## src/logic/cache_defs.svh

```systemverilog
`ifndef CACHE_DEFS_SVH
`define CACHE_DEFS_SVH

// Word addressed, one word per line
`define CACHE_ADDR_BITS  16
`define CACHE_WORD_BITS  32
`define CACHE_INDEX_BITS 3
`define CACHE_TAG_BITS   (`CACHE_ADDR_BITS - `CACHE_INDEX_BITS)

// Tree pseudo-LRU is built for exactly four ways
`define CACHE_WAYS 4

`endif

```

## src/logic/cache_types_pkg.sv

```systemverilog
package cache_types_pkg;

  // Controller states
  typedef enum logic [1:0] {
    idle,
    miss,
    hit_resp,
    write_back
  } cache_state_t;

  // Write source for the data array
  typedef enum logic [1:0] {
    no_write,
    cpu_write_cache,
    mem_write_cache
  } data_src_t;

  // Memory address source
  typedef enum logic {
    cache_read_mem,
    cache_write_mem
  } pmem_addr_sel_t;

  typedef enum logic [1:0] {
    owner_none,
    owner_c0,
    owner_c1
  } arb_owner_t;

endpackage : cache_types_pkg

```

## src/logic/cache_control.sv

```systemverilog
`timescale 1ns/10ps
`include "cache_defs.svh"

module cache_control
  import cache_types_pkg::*;
(
  input  logic                   clk,
  input  logic                   rst,
  input  logic                   mem_read,
  input  logic                   mem_write,
  output logic                   mem_resp,
  input  logic                   pmem_resp,
  output logic                   pmem_read,
  output logic                   pmem_write,
  input  logic                   hit,
  input  logic [`CACHE_WAYS-1:0] way_hit,
  input  logic [`CACHE_WAYS-1:0] valid,
  input  logic [2:0]             lru,
  input  logic                   victim_dirty,
  output logic [`CACHE_WAYS-1:0] tag_load,
  output logic [`CACHE_WAYS-1:0] valid_load,
  output logic                   valid_in,
  output logic [`CACHE_WAYS-1:0] dirty_load,
  output logic                   dirty_in,
  output logic [`CACHE_WAYS-1:0] data_write_way,
  output data_src_t              data_src,
  output logic                   lru_load,
  output logic [2:0]             lru_in,
  output logic [1:0]             rdata_way_sel,
  output pmem_addr_sel_t         pmem_addr_sel
);

  cache_state_t           state;
  cache_state_t           state_next;
  logic [1:0]             victim;
  logic [`CACHE_WAYS-1:0] victim_oh;
  logic [1:0]             hit_way;

  // Lowest invalid way first, then the tree victim
  always_comb
  begin
    if (!valid[0])
      victim = 2'd0;
    else if (!valid[1])
      victim = 2'd1;
    else if (!valid[2])
      victim = 2'd2;
    else if (!valid[3])
      victim = 2'd3;
    else if (!lru[2])
      victim = lru[0] ? 2'd2 : 2'd3;
    else
      victim = lru[1] ? 2'd0 : 2'd1;
  end

  assign victim_oh = {{(`CACHE_WAYS-1){1'b0}}, 1'b1} << victim;

  always_comb
  begin
    hit_way = 2'd0;
    for (int w = 0; w < `CACHE_WAYS; w++)
      if (way_hit[w])
        hit_way = 2'(w);
  end

  always_comb
  begin
    mem_resp       = 1'b0;
    pmem_read      = 1'b0;
    pmem_write     = 1'b0;
    tag_load       = '0;
    valid_load     = '0;
    valid_in       = 1'b0;
    dirty_load     = '0;
    dirty_in       = 1'b0;
    data_write_way = '0;
    data_src       = no_write;
    lru_load       = 1'b0;
    lru_in         = lru;
    rdata_way_sel  = 2'd0;
    pmem_addr_sel  = cache_read_mem;

    case (state)
      miss:
      begin
        pmem_read = !victim_dirty;
        if (!victim_dirty && pmem_resp)
        begin
          // Fill lands clean in the victim way
          tag_load       = victim_oh;
          valid_load     = victim_oh;
          valid_in       = 1'b1;
          dirty_load     = victim_oh;
          data_write_way = victim_oh;
          data_src       = mem_write_cache;
        end
      end

      hit_resp:
      begin
        mem_resp      = 1'b1;
        rdata_way_sel = hit_way;
        lru_load      = hit;
        if (hit_way[1])
          lru_in = {1'b1, lru[1], hit_way[0]};
        else
          lru_in = {1'b0, hit_way[0], lru[0]};
        if (mem_write)
        begin
          data_write_way = way_hit;
          data_src       = cpu_write_cache;
          dirty_load     = way_hit;
          dirty_in       = 1'b1;
        end
      end

      write_back:
      begin
        pmem_write    = 1'b1;
        pmem_addr_sel = cache_write_mem;
        rdata_way_sel = victim;
        // Victim becomes clean and invalid once memory has the word
        if (pmem_resp)
        begin
          valid_load = victim_oh;
          dirty_load = victim_oh;
        end
      end

      default:
      begin
      end
    endcase
  end

  always_comb
  begin
    state_next = state;
    case (state)
      idle:
        if (mem_read || mem_write)
          state_next = hit ? hit_resp : miss;
      miss:
        if (victim_dirty)
          state_next = write_back;
        else if (pmem_resp)
          state_next = hit_resp;
      hit_resp:
        state_next = idle;
      write_back:
        if (pmem_resp)
          state_next = miss;
      default:
        state_next = idle;
    endcase
  end

  always_ff @(posedge clk)
  begin
    if (rst)
      state <= idle;
    else
      state <= state_next;
  end

  assert property (@(posedge clk) disable iff (rst) $onehot0(data_write_way));

  assert property (@(posedge clk) disable iff (rst) !(pmem_read && pmem_write));

endmodule : cache_control

```

## src/logic/cache_datapath.sv

```systemverilog
`timescale 1ns/10ps
`include "cache_defs.svh"

module cache_datapath
  import cache_types_pkg::*;
(
  input  logic                        clk,
  input  logic                        rst,
  input  logic [`CACHE_ADDR_BITS-1:0] mem_addr,
  input  logic [`CACHE_WORD_BITS-1:0] mem_wdata,
  output logic [`CACHE_WORD_BITS-1:0] mem_rdata,
  input  logic [`CACHE_WAYS-1:0]      tag_load,
  input  logic [`CACHE_WAYS-1:0]      valid_load,
  input  logic                        valid_in,
  input  logic [`CACHE_WAYS-1:0]      dirty_load,
  input  logic                        dirty_in,
  input  logic [`CACHE_WAYS-1:0]      data_write_way,
  input  data_src_t                   data_src,
  input  logic                        lru_load,
  input  logic [2:0]                  lru_in,
  input  logic [1:0]                  rdata_way_sel,
  input  pmem_addr_sel_t              pmem_addr_sel,
  output logic                        hit,
  output logic [`CACHE_WAYS-1:0]      way_hit,
  output logic [`CACHE_WAYS-1:0]      valid,
  output logic [2:0]                  lru,
  output logic                        victim_dirty,
  output logic [`CACHE_ADDR_BITS-1:0] c_pmem_addr,
  output logic [`CACHE_WORD_BITS-1:0] c_pmem_wdata,
  input  logic [`CACHE_WORD_BITS-1:0] c_pmem_rdata
);

  localparam int SETS = 1 << `CACHE_INDEX_BITS;

  logic [`CACHE_TAG_BITS-1:0]   tag_mem  [`CACHE_WAYS][SETS];
  logic [`CACHE_WORD_BITS-1:0]  data_mem [`CACHE_WAYS][SETS];
  logic [SETS-1:0]              valid_q  [`CACHE_WAYS];
  logic [SETS-1:0]              dirty_q  [`CACHE_WAYS];
  logic [2:0]                   lru_q    [SETS];

  logic [`CACHE_INDEX_BITS-1:0] idx;
  logic [`CACHE_TAG_BITS-1:0]   tag;
  logic [1:0]                   lru_way;
  logic [`CACHE_WORD_BITS-1:0]  wr_data;
  logic [`CACHE_WORD_BITS-1:0]  sel_data;

  assign idx = mem_addr[`CACHE_INDEX_BITS-1:0];
  assign tag = mem_addr[`CACHE_ADDR_BITS-1:`CACHE_INDEX_BITS];

  always_ff @(posedge clk)
  begin
    if (rst)
    begin
      for (int w = 0; w < `CACHE_WAYS; w++)
      begin
        valid_q[w] <= '0;
        dirty_q[w] <= '0;
      end
      for (int s = 0; s < SETS; s++)
        lru_q[s] <= '0;
    end
    else
    begin
      for (int w = 0; w < `CACHE_WAYS; w++)
      begin
        if (valid_load[w])
          valid_q[w][idx] <= valid_in;
        if (dirty_load[w])
          dirty_q[w][idx] <= dirty_in;
      end
      if (lru_load)
        lru_q[idx] <= lru_in;
    end
  end

  assign wr_data = (data_src == mem_write_cache) ? c_pmem_rdata : mem_wdata;

  always_ff @(posedge clk)
  begin
    for (int w = 0; w < `CACHE_WAYS; w++)
    begin
      if (tag_load[w])
        tag_mem[w][idx] <= tag;
      if (data_write_way[w] && data_src != no_write)
        data_mem[w][idx] <= wr_data;
    end
  end

  // Tag compare on the addressed set
  always_comb
  begin
    for (int w = 0; w < `CACHE_WAYS; w++)
    begin
      valid[w]   = valid_q[w][idx];
      way_hit[w] = valid_q[w][idx] && (tag_mem[w][idx] == tag);
    end
  end

  assign hit = |way_hit;
  assign lru = lru_q[idx];

  // Tree victim, only meaningful once the set is full
  assign lru_way      = !lru[2] ? (lru[0] ? 2'd2 : 2'd3) : (lru[1] ? 2'd0 : 2'd1);
  assign victim_dirty = (&valid) && dirty_q[lru_way][idx];

  assign sel_data     = data_mem[rdata_way_sel][idx];
  assign mem_rdata    = sel_data;
  assign c_pmem_wdata = sel_data;

  assign c_pmem_addr = (pmem_addr_sel == cache_write_mem) ?
                       {tag_mem[rdata_way_sel][idx], idx} : mem_addr;

endmodule : cache_datapath

```

## src/logic/pmem_arbiter.sv

```systemverilog
`timescale 1ns/10ps
`include "cache_defs.svh"

module pmem_arbiter
  import cache_types_pkg::*;
(
  input  logic                        clk,
  input  logic                        rst,
  input  logic                        c0_pmem_read,
  input  logic                        c0_pmem_write,
  input  logic [`CACHE_ADDR_BITS-1:0] c0_pmem_addr,
  input  logic [`CACHE_WORD_BITS-1:0] c0_pmem_wdata,
  output logic                        c0_pmem_resp,
  output logic [`CACHE_WORD_BITS-1:0] c0_pmem_rdata,
  input  logic                        c1_pmem_read,
  input  logic                        c1_pmem_write,
  input  logic [`CACHE_ADDR_BITS-1:0] c1_pmem_addr,
  input  logic [`CACHE_WORD_BITS-1:0] c1_pmem_wdata,
  output logic                        c1_pmem_resp,
  output logic [`CACHE_WORD_BITS-1:0] c1_pmem_rdata,
  output logic                        pmem_read,
  output logic                        pmem_write,
  output logic [`CACHE_ADDR_BITS-1:0] pmem_addr,
  output logic [`CACHE_WORD_BITS-1:0] pmem_wdata,
  input  logic                        pmem_resp,
  input  logic [`CACHE_WORD_BITS-1:0] pmem_rdata
);

  arb_owner_t owner_q;
  arb_owner_t owner;
  logic       last_c1;
  logic       c0_req;
  logic       c1_req;

  assign c0_req = c0_pmem_read || c0_pmem_write;
  assign c1_req = c1_pmem_read || c1_pmem_write;

  // Grant in the same cycle when free, ties go away from the last owner
  always_comb
  begin
    owner = owner_q;
    if (owner_q == owner_none)
    begin
      if (c0_req && c1_req)
        owner = last_c1 ? owner_c0 : owner_c1;
      else if (c0_req)
        owner = owner_c0;
      else if (c1_req)
        owner = owner_c1;
    end
  end

  always_ff @(posedge clk)
  begin
    if (rst)
    begin
      owner_q <= owner_none;
      last_c1 <= 1'b0;
    end
    else
    begin
      owner_q <= pmem_resp ? owner_none : owner;
      if (owner != owner_none)
        last_c1 <= (owner == owner_c1);
    end
  end

  always_comb
  begin
    pmem_read  = 1'b0;
    pmem_write = 1'b0;
    pmem_addr  = c0_pmem_addr;
    pmem_wdata = c0_pmem_wdata;
    case (owner)
      owner_c0:
      begin
        pmem_read  = c0_pmem_read;
        pmem_write = c0_pmem_write;
      end
      owner_c1:
      begin
        pmem_read  = c1_pmem_read;
        pmem_write = c1_pmem_write;
        pmem_addr  = c1_pmem_addr;
        pmem_wdata = c1_pmem_wdata;
      end
      default:
      begin
      end
    endcase
  end

  assign c0_pmem_resp  = pmem_resp && (owner == owner_c0);
  assign c1_pmem_resp  = pmem_resp && (owner == owner_c1);
  assign c0_pmem_rdata = pmem_rdata;
  assign c1_pmem_rdata = pmem_rdata;

  assert property (@(posedge clk) disable iff (rst)
    (owner == owner_c0) && c0_req && !pmem_resp |=> owner == owner_c0);

  assert property (@(posedge clk) disable iff (rst)
    (owner == owner_c1) && c1_req && !pmem_resp |=> owner == owner_c1);

endmodule : pmem_arbiter

```

## src/logic/split_cache_top.sv

```systemverilog
`timescale 1ns/10ps
`include "cache_defs.svh"

module split_cache_top
  import cache_types_pkg::*;
(
  input  logic                        clk,
  input  logic                        rst,
  input  logic                        mem_read_0,
  input  logic                        mem_write_0,
  input  logic [`CACHE_ADDR_BITS-1:0] mem_addr_0,
  input  logic [`CACHE_WORD_BITS-1:0] mem_wdata_0,
  output logic                        mem_resp_0,
  output logic [`CACHE_WORD_BITS-1:0] mem_rdata_0,
  input  logic                        mem_read_1,
  input  logic                        mem_write_1,
  input  logic [`CACHE_ADDR_BITS-1:0] mem_addr_1,
  input  logic [`CACHE_WORD_BITS-1:0] mem_wdata_1,
  output logic                        mem_resp_1,
  output logic [`CACHE_WORD_BITS-1:0] mem_rdata_1,
  output logic                        pmem_read,
  output logic                        pmem_write,
  output logic [`CACHE_ADDR_BITS-1:0] pmem_addr,
  output logic [`CACHE_WORD_BITS-1:0] pmem_wdata,
  input  logic                        pmem_resp,
  input  logic [`CACHE_WORD_BITS-1:0] pmem_rdata
);

  logic [1:0]                  req_read;
  logic [1:0]                  req_write;
  logic [1:0]                  req_resp;
  logic [`CACHE_ADDR_BITS-1:0] req_addr     [2];
  logic [`CACHE_WORD_BITS-1:0] req_wdata    [2];
  logic [`CACHE_WORD_BITS-1:0] req_rdata    [2];
  logic [1:0]                  c_pmem_read;
  logic [1:0]                  c_pmem_write;
  logic [1:0]                  c_pmem_resp;
  logic [`CACHE_ADDR_BITS-1:0] c_pmem_addr  [2];
  logic [`CACHE_WORD_BITS-1:0] c_pmem_wdata [2];
  logic [`CACHE_WORD_BITS-1:0] c_pmem_rdata [2];

  assign req_read     = {mem_read_1, mem_read_0};
  assign req_write    = {mem_write_1, mem_write_0};
  assign req_addr[0]  = mem_addr_0;
  assign req_addr[1]  = mem_addr_1;
  assign req_wdata[0] = mem_wdata_0;
  assign req_wdata[1] = mem_wdata_1;
  assign mem_resp_0   = req_resp[0];
  assign mem_resp_1   = req_resp[1];
  assign mem_rdata_0  = req_rdata[0];
  assign mem_rdata_1  = req_rdata[1];

  // One controller and datapath per requester port
  for (genvar c = 0; c < 2; c++)
  begin : g_cache
    logic                   hit;
    logic                   victim_dirty;
    logic                   valid_in;
    logic                   dirty_in;
    logic                   lru_load;
    logic [`CACHE_WAYS-1:0] way_hit;
    logic [`CACHE_WAYS-1:0] valid;
    logic [`CACHE_WAYS-1:0] tag_load;
    logic [`CACHE_WAYS-1:0] valid_load;
    logic [`CACHE_WAYS-1:0] dirty_load;
    logic [`CACHE_WAYS-1:0] data_write_way;
    logic [2:0]             lru;
    logic [2:0]             lru_in;
    logic [1:0]             rdata_way_sel;
    data_src_t              data_src;
    pmem_addr_sel_t         pmem_addr_sel;

    cache_control i_cache_control (
      .clk, .rst,
      .mem_read   (req_read[c]),     .mem_write  (req_write[c]),
      .mem_resp   (req_resp[c]),     .pmem_resp  (c_pmem_resp[c]),
      .pmem_read  (c_pmem_read[c]),  .pmem_write (c_pmem_write[c]),
      .hit, .way_hit, .valid, .lru, .victim_dirty,
      .tag_load, .valid_load, .valid_in, .dirty_load, .dirty_in,
      .data_write_way, .data_src, .lru_load, .lru_in,
      .rdata_way_sel, .pmem_addr_sel
    );

    cache_datapath i_cache_datapath (
      .clk, .rst,
      .mem_addr     (req_addr[c]),     .mem_wdata    (req_wdata[c]),
      .mem_rdata    (req_rdata[c]),    .c_pmem_rdata (c_pmem_rdata[c]),
      .c_pmem_addr  (c_pmem_addr[c]),  .c_pmem_wdata (c_pmem_wdata[c]),
      .tag_load, .valid_load, .valid_in, .dirty_load, .dirty_in,
      .data_write_way, .data_src, .lru_load, .lru_in,
      .rdata_way_sel, .pmem_addr_sel,
      .hit, .way_hit, .valid, .lru, .victim_dirty
    );
  end

  pmem_arbiter i_pmem_arbiter (
    .clk, .rst,
    .c0_pmem_read  (c_pmem_read[0]),  .c0_pmem_write (c_pmem_write[0]),
    .c0_pmem_addr  (c_pmem_addr[0]),  .c0_pmem_wdata (c_pmem_wdata[0]),
    .c0_pmem_resp  (c_pmem_resp[0]),  .c0_pmem_rdata (c_pmem_rdata[0]),
    .c1_pmem_read  (c_pmem_read[1]),  .c1_pmem_write (c_pmem_write[1]),
    .c1_pmem_addr  (c_pmem_addr[1]),  .c1_pmem_wdata (c_pmem_wdata[1]),
    .c1_pmem_resp  (c_pmem_resp[1]),  .c1_pmem_rdata (c_pmem_rdata[1]),
    .pmem_read, .pmem_write, .pmem_addr, .pmem_wdata, .pmem_resp, .pmem_rdata
  );

endmodule : split_cache_top

```

## config.mk

```make
export PLATFORM = sky130hd
export DESIGN_NAME = split_cache_top
export DESIGN_NICKNAME = d
export VERILOG_FILES = /design/src/logic/cache_types_pkg.sv /design/src/logic/cache_control.sv /design/src/logic/cache_datapath.sv /design/src/logic/pmem_arbiter.sv /design/src/logic/split_cache_top.sv
export VERILOG_INCLUDE_DIRS = /design/src /design/src/logic
export SDC_FILE = /design/constraint.sdc
export NUM_CORES = 2
export LEC_CHECK = 0
export ABC_AREA = 1
export ABC_CLOCK_PERIOD_IN_PS = 6750
export BUFFER_PORTS_ARGS = -buffer_cell sky130_fd_sc_hd__buf_2
export CAP_MARGIN = 20
export CORE_MARGIN = 1
export CORE_UTILIZATION = 40
export DETAILED_ROUTE_END_ITERATION = 8
export SLEW_MARGIN = 20
export SYNTH_ARGS = -nofsm -noshare
export SYNTH_HDL_FRONTEND = slang
export SYNTH_HIERARCHICAL = 1
export SYNTH_SLANG_ARGS = --single-unit
```

## constraint.sdc

```tcl
create_clock -name clk -period 6.75 [get_ports clk]
set_input_delay 0.675 -clock clk [delete_from_list [all_inputs] [get_ports clk]]
set_output_delay 0.675 -clock clk [all_outputs]
set_load 0.02 [all_outputs]
```

# After elaboration in Yosys (flattened, before gate mapping)
# Memory sizes are Yosys's and may differ from the RTL's.
# Cells that the tools add are included.
# totals
regBits	7
out_inout_bits	116
in_bits	135
n_memories	10
elab_cells	603
ramBits	3056
# classes
n_shift	2
magnitude_cmp	8
n_bitwise	130
muxes	377
eq_ne	24
n_reduce_logical	48
# mem_list
name	words	word_bits	rd	rd_clocked_by_memory_dff	write_ports	line_no	rtl
g_cache[0].i_cache_datapath.data_mem	4	256	1	0	4	cache_datapath.sv:36	logic [`CACHE_WORD_BITS-1:0] data_mem [`CACHE_WAYS][SETS];
g_cache[1].i_cache_datapath.data_mem	4	256	1	0	4	cache_datapath.sv:36	
g_cache[0].i_cache_datapath.tag_mem	4	104	5	0	4	cache_datapath.sv:35	logic [`CACHE_TAG_BITS-1:0] tag_mem [`CACHE_WAYS][SETS];
g_cache[1].i_cache_datapath.tag_mem	4	104	5	0	4	cache_datapath.sv:35	
g_cache[0].i_cache_datapath.dirty_q	4	8	1	0	4	cache_datapath.sv:38	logic [SETS-1:0] dirty_q [`CACHE_WAYS];
g_cache[0].i_cache_datapath.valid_q	4	8	4	0	4	cache_datapath.sv:37	logic [SETS-1:0] valid_q [`CACHE_WAYS];
4 more memories	-	-	-	-	-	-	
# op_table
cell	count
2-to-1 mux 256 bit	8
2-to-1 mux 104 bit	8
binary-select mux 13 bit (select 3 bit)	10
2-to-1 mux 32 bit	9
2-to-1 mux 13 bit	22
2-to-1 mux 1 bit	222
binary-select mux 32 bit (select 3 bit)	2
demux 32 bit (select 3 bit)	2
2-to-1 mux 8 bit	16
bitwise OR 1 bit	128
== test 13 bit	8
demux 13 bit (select 3 bit)	2
2-to-1 mux 2 bit	31
2-to-1 mux 16 bit	3
2-to-1 mux 4 bit	8
case mux 4 bit (2 select lines)	4
binary-select mux 1 bit (select 3 bit)	10
logical AND 1 bit	27
2-to-1 mux 3 bit	8
case mux 4 bit (3 select lines)	2
case mux 2 bit (2 select lines)	4
case mux 2 bit (4 select lines)	2
== test 2 bit, second input constant	7
greater-or-equal comparator 4 bit, second input constant	2
other kinds (19)	44

# Depth between registers and ports, before layout
# An unclocked memory read counts as a cell.
# depth
word_depth	23
ltp_mapped	35
mapped_depth_nobuf	34

# Cells and area by module
# Netlist, hierarchy kept.
# modules_own_cells
mod	area_per_inst_um2	n_inst	cells_each
cache_datapath (g_cache[0].i_cache_datapath)	65885.7	1	5863
cache_datapath (g_cache[1].i_cache_datapath)	65834.4	1	5869
pmem_arbiter	1564.0	1	159
cache_control	541.8	2	100

# Least setup slack after synthesis
# Ideal clock, no wire load.
# synth_timing
path_kind	in2reg
from	in mem_addr_1[1]
to	mem g_cache[0].i_cache_datapath/data_mem[0][0] in the netlist's numbering (enable)
path_buffers	2
cell_stages	25
arrival_ns	5.396
setup_time_ns	0.421
path_slack_ns	0.933
required_time_ns	6.329
path_cell_list	buf_4 -> nor2_2 -> nand2_2 -> inv_2 -> buf_4 -> nand2_1 -> nand2_1 -> nand3b_1 -> nand2_1 -> nor2_1 -> nand2_1 -> a21oi_1 -> nand2_1 -> nor2_1 -> nor2_1 -> o21ai_0 -> nand2_1 -> nand2_1 -> ha_1 -> nand2_1 -> inv_1 -> inv_1 -> nor4_1 -> o21ai_1 -> nor2_1
# synth_rtl
element	line_no	rtl
start, declared	split_cache_top.sv:17	input logic [`CACHE_ADDR_BITS-1:0] mem_addr_1,
end, declared	cache_datapath.sv:36	

# Final worst setup path
# layout_timing
from	in mem_addr_0[0]
to	out pmem_wdata[25]
# layout_rtl
element	line_no	rtl
start, declared	split_cache_top.sv:11	input logic [`CACHE_ADDR_BITS-1:0] mem_addr_0,
inverter 3 -> 4 bit (not written as such)	cache_datapath.sv:95	way_hit[w] = valid_q[w][idx] && (tag_mem[w][idx] == tag);
binary-select mux 13 bit (select 3 bit)	cache_datapath.sv:95	
2-to-1 mux 13 bit (not written as such) (2 in series)	cache_datapath.sv:95	
== test 13 bit	cache_datapath.sv:95	
logical AND 1 bit *	cache_datapath.sv:95	
named net g_cache[0].way_hit[3]	split_cache_top.sv:61	logic [`CACHE_WAYS-1:0] way_hit;
2-to-1 mux 2 bit *	cache_control.sv:62	if (way_hit[w])
case mux 2 bit (2 select lines) *	cache_control.sv:83	case (state)
named net g_cache[0].rdata_way_sel[1]	split_cache_top.sv:69	logic [1:0] rdata_way_sel;
memory read (4 x 256 bit) *	-	
binary-select mux 32 bit (select 3 bit) *	cache_datapath.sv:106	assign sel_data = data_mem[rdata_way_sel][idx];
2-to-1 mux 32 bit (not written as such) * (2 in series)	cache_datapath.sv:106	
2-to-1 mux 32 bit *	pmem_arbiter.sv:74	case (owner)
end, declared	split_cache_top.sv:24	output logic [`CACHE_WORD_BITS-1:0] pmem_wdata,
# The timed path passes the listed nets; every way through them passes the cells marked *. The select of a mux whose other input is x is not followed.

==> summary.md <==
| Metric | Value |
|---|---|
| Maximum vdd drop | `260 µV` |
| Switching share of power | `0.246` |
| Total power | `43.2 mW` |
| Die Width | `about 580 µm` |
| Fraction of layout cells with a size suffix above 1 | `0.130` |
| Max-Cap Viols | `0` |
| Ratio of final minimum period to clock period | `0.994` |
| DRC | `0` |
| Most frequent cells after synthesis | `edfxtp_1, nand2_1, o21ai_0, nor2_1, o22ai_1` |
| Most frequent cell after synthesis | `edfxtp_1` |
| CP Capture Type | `primary output` |
| Clock share of power | `0.412` |
| Internal | `32.5 mW` |
| Gr usage total | `0.262` |
| CP max stage delay | `0.47 ns` |
| Status | `finished, final reports clean` |
| Grt met3 use | `0.0416` |
| #FFs+latches synth | `3063` |
| Unique cell type count in the Yosys netlist | `42` |
| Fin crit period | `around 6.7 ns` |
| GRT met1 Usage | `0.361` |
| 1st-pass router iterations | `6` |
| Routed len/inst | `27.0 µm` |
| Area Overhead vs Synth | `15.0%` |
| Clock Path Buffers | `4` |
| Vias | `98684` |
| CTS tree | `yes` |
| Min setup slack post-route | `0.0399 ns` |
| Syn Area/Cell | `around 11 µm²` |
| Unrepaired setup endpoints after global routing | `yes` |
| Buf+Inv Stages, Crit Path | `8` |
| NumNets Final | `12516` |
| Mapped Area | `approximately 0.13 mm²` |
| Ys async rst share | `0` |
| Final Hold Viols | `0` |
| Dpl ws | `roughly 0.077 ns` |
| Root buffer cell | `clkbuf_16` |
| HPWL Detailed | `275000 µm` |
| Congestion Overflow GR | `0` |
| Mapped Nets | `around 12000` |
| Pin count of the biggest net entering global routing | `122` |
| Combinational share of power | `0.099` |
| Starting DRT DRC Count | `13765` |
| Top achievable clock speed | `149 MHz` |
| Seq/Total Area, Yosys | `0.684` |
| WP data required | `6.07 ns` |
| Vias in the first global route | `91516` |
| Yosys warnings | `6` |
| Relative slew slack | `0.215` |
| Endpoints failing setup | `0` |
| Number of synthesized flops with an enable pin | `3056` |
| Antenna-violating nets left | `0` |
| H-tree Lvls | `5` |
| Cell family with most CP delay | `simple AND/OR/NAND/NOR gates` |
| Post-synth top flop | `edfxtp_1` |
| Most common cell on crit path | `nand2_1` |
| Slowest stage cell, crit path | `a221oi_1` |
| Worst Tran Pin Value | `1.18 ns` |
| Initial Util | `0.402` |
| Tightest Hold Check Type | `in -> reg` |
| Sequential share of power | `0.490` |
| Slew Viols, Final | `0` |
| Sw Pwr | `10.6 mW` |
| Met2 GRT Util | `0.404` |
| Startpoint types | `input pin` |
| Setup TNS | `0 ns` |
| First-pass GRT wire length | `647000 µm` |
| Core box area | `0.334 mm²` |
| FP Rows | `212` |
| Routed WL | `460000 µm` |
| CTS sink count | `3063` |
| Pwr dens | `approximately 280 mW/mm²` |
| Critical setup path kind | `in -> out` |
| Port Buffers | `250` |
| Die Area | `0.338 mm²` |
| Largest area contributor in the netlist | `edfxtp_1` |
| GPL Wtd Cong | `0.966` |
| Initial antenna violation count | `12` |
| Height of the chip | `~580 µm` |
| Post-synth top area share | `0.683` |
| Vias per std cell | `between 5 and 6` |
| Synth Instances | `12091` |
| I/O Pins | `251` |
| Leakage power | `55.3 nW` |
| Crit-path max FO | `52` |
| Clock latency on the worst-skew pair | `0.95 ns` |
| Synth top area cells | `edfxtp_1, nand2_1, o21ai_0` |
| Clock skew | `0.0771 ns` |
| Most used routing layer | `met2` |
| CTS Buf Count | `331` |
| Clk pin slew, worst setup/hold paths | `0.06 ns` |
| WP data arrival | `6.04 ns` |
| # fillers | `about 30000` |
[area by class of cell]
class                           count  area [µm²]  share of cell area
Antenna cell                        3        7.51           0.0000486
Clock inverter                    172        1560              0.0101
Clock buffer                      423        8860              0.0573
Tap cell                         4387        5490              0.0355
Timing Repair inverter              4        40.0            0.000259
Multi-Input combinational cell   7637       36800               0.238
Inverter                          458        1820              0.0118
Timing Repair Buffer              872        8070              0.0522
Sequential cell                  3063       91900               0.595
[per-layer routing]
metal	part of all wire	wire (µm)
met1	0.40	184000
met2	0.45	206000
met3	0.098	45100
met4	0.053	24300
met5	0	0
[flip-flops by register name (all words and copies together) (netlist names)]
| signal | cells |
|---|---|
| g_cache.i_cache_datapath/data_mem | 2048 |
| g_cache.i_cache_datapath/dirty_q | 64 |
| g_cache.i_cache_datapath/lru_q | 48 |
| i_pmem_arbiter/last_c1 | 1 |
| i_pmem_arbiter/owner_q | 2 |
| g_cache.i_cache_datapath/tag_mem | 832 |
| g_cache.i_cache_datapath/valid_q | 64 |
| g_cache.i_cache_control/state | 4 |
[worst reg2reg max path, delay by kind of cell (launching register included)]
family | cells | cell delay [ns]
AO/OA/AOI/OAI | 3 | 0.73
buffers and inverters | 6 | 0.78
AND/OR/NAND/NOR | 20 | 3.01
adder cells (fa/ha/maj) | 1 | 0.21
flip-flops | 1 | 0.37
[final timing paths]
check	startpoint	end	slack, ns	cells after the start
worst max-delay path	mem_addr_0[0]	pmem_wdata[25]	0.04	27
worst min register to register	i_pmem_arbiter/last_c1	i_pmem_arbiter/last_c1	0.49	2
worst max register to register	g_cache[1].i_cache_datapath/lru_q[3][0]	g_cache[0].i_cache_datapath/data_mem[1][30]	1.35	30
worst min-delay path	mem_addr_1[4]	g_cache[1].i_cache_datapath/tag_mem[1][40]	0.18	1
[per-stage QoR]
step	cell area (µm²)	utilization	hold WS [ns]	instances
2_1_floorplan	134000	-	0.449	12091
3_3_place_gp	144000	0.431	0.476	16411
3_5_place_dp	144000	0.431	0.477	16411
4_1_cts	154000	0.462	0.126	17006
5_1_grt	155000	0.463	0.158	17017
6_report	155000	0.463	0.180	17019
[kinds of logic (layout without fill, tap and decap cells)]
| kind of cell | after synthesis | count (layout) | synth area share |
|---|---|---|---|
| DFF | 3063 | 3063 | 0.684 |
| xor gates and xnor gates | 2 | 2 | 0.000130 |
| buffers and inverters | 1391 | 1929 | 0.0483 |
| and+or+nand+nor | 4463 | 4463 | 0.130 |
| muxes | 112 | 112 | 0.0107 |
| adders and majority gates | 14 | 14 | 0.00130 |
| AOI/OAI and AO/OA | 3046 | 3046 | 0.126 |
| other | 0 | 3 | 0 |
[cells in the final DEF (no fill, tap or decap), types with 8 or more instances in the layout]
cell	netlist	final
a21oi_1	334	334
nor3_1	135	135
buf_12	6	163
inv_1	441	430
o32ai_1	11	9
a221oi_1	125	123
nand3_2	8	10
nand3_1	191	189
mux2_2	64	64
nor2_4	1	67
a211oi_1	17	17
clkinv_2	0	51
o21ai_0	1777	1775
o21ai_1	88	80
buf_2	199	246
nor2_1	1585	1466
edfxtp_1	3056	3056
nand2_1	2477	2468
o21ai_2	0	8
a22o_1	77	77
mux2_4	48	48
clkbuf_1	461	79
nand2_2	14	23
nor2_2	1	54
inv_4	0	10
o22ai_1	605	602
bufinv_16	0	24
inv_6	0	11
ha_1	14	11
clkinv_1	2	81
buf_4	181	453
clkbuf_16	0	342
nand4_1	37	37
[what timing repair did]
item	4_1_cts	5_1_grt
setup endpoints to repair	0	39
hold buffers	0	0
gates resized for setup	0	30
setup buffers	0	3
[power groups by stage]
stage          Sequential [mW]  Combinational [mW]  Clock, mW
5_1_grt                   21.1                4.51       18.6
3_3_place_gp              21.5                4.18          0
2_1_floorplan             21.5                2.54          0
3_5_place_dp              21.5                4.19          0
6_report                  21.1                4.26       17.8
4_1_cts                   21.1                4.21       17.9
Note: power is estimated with default switching activity, not from simulation.
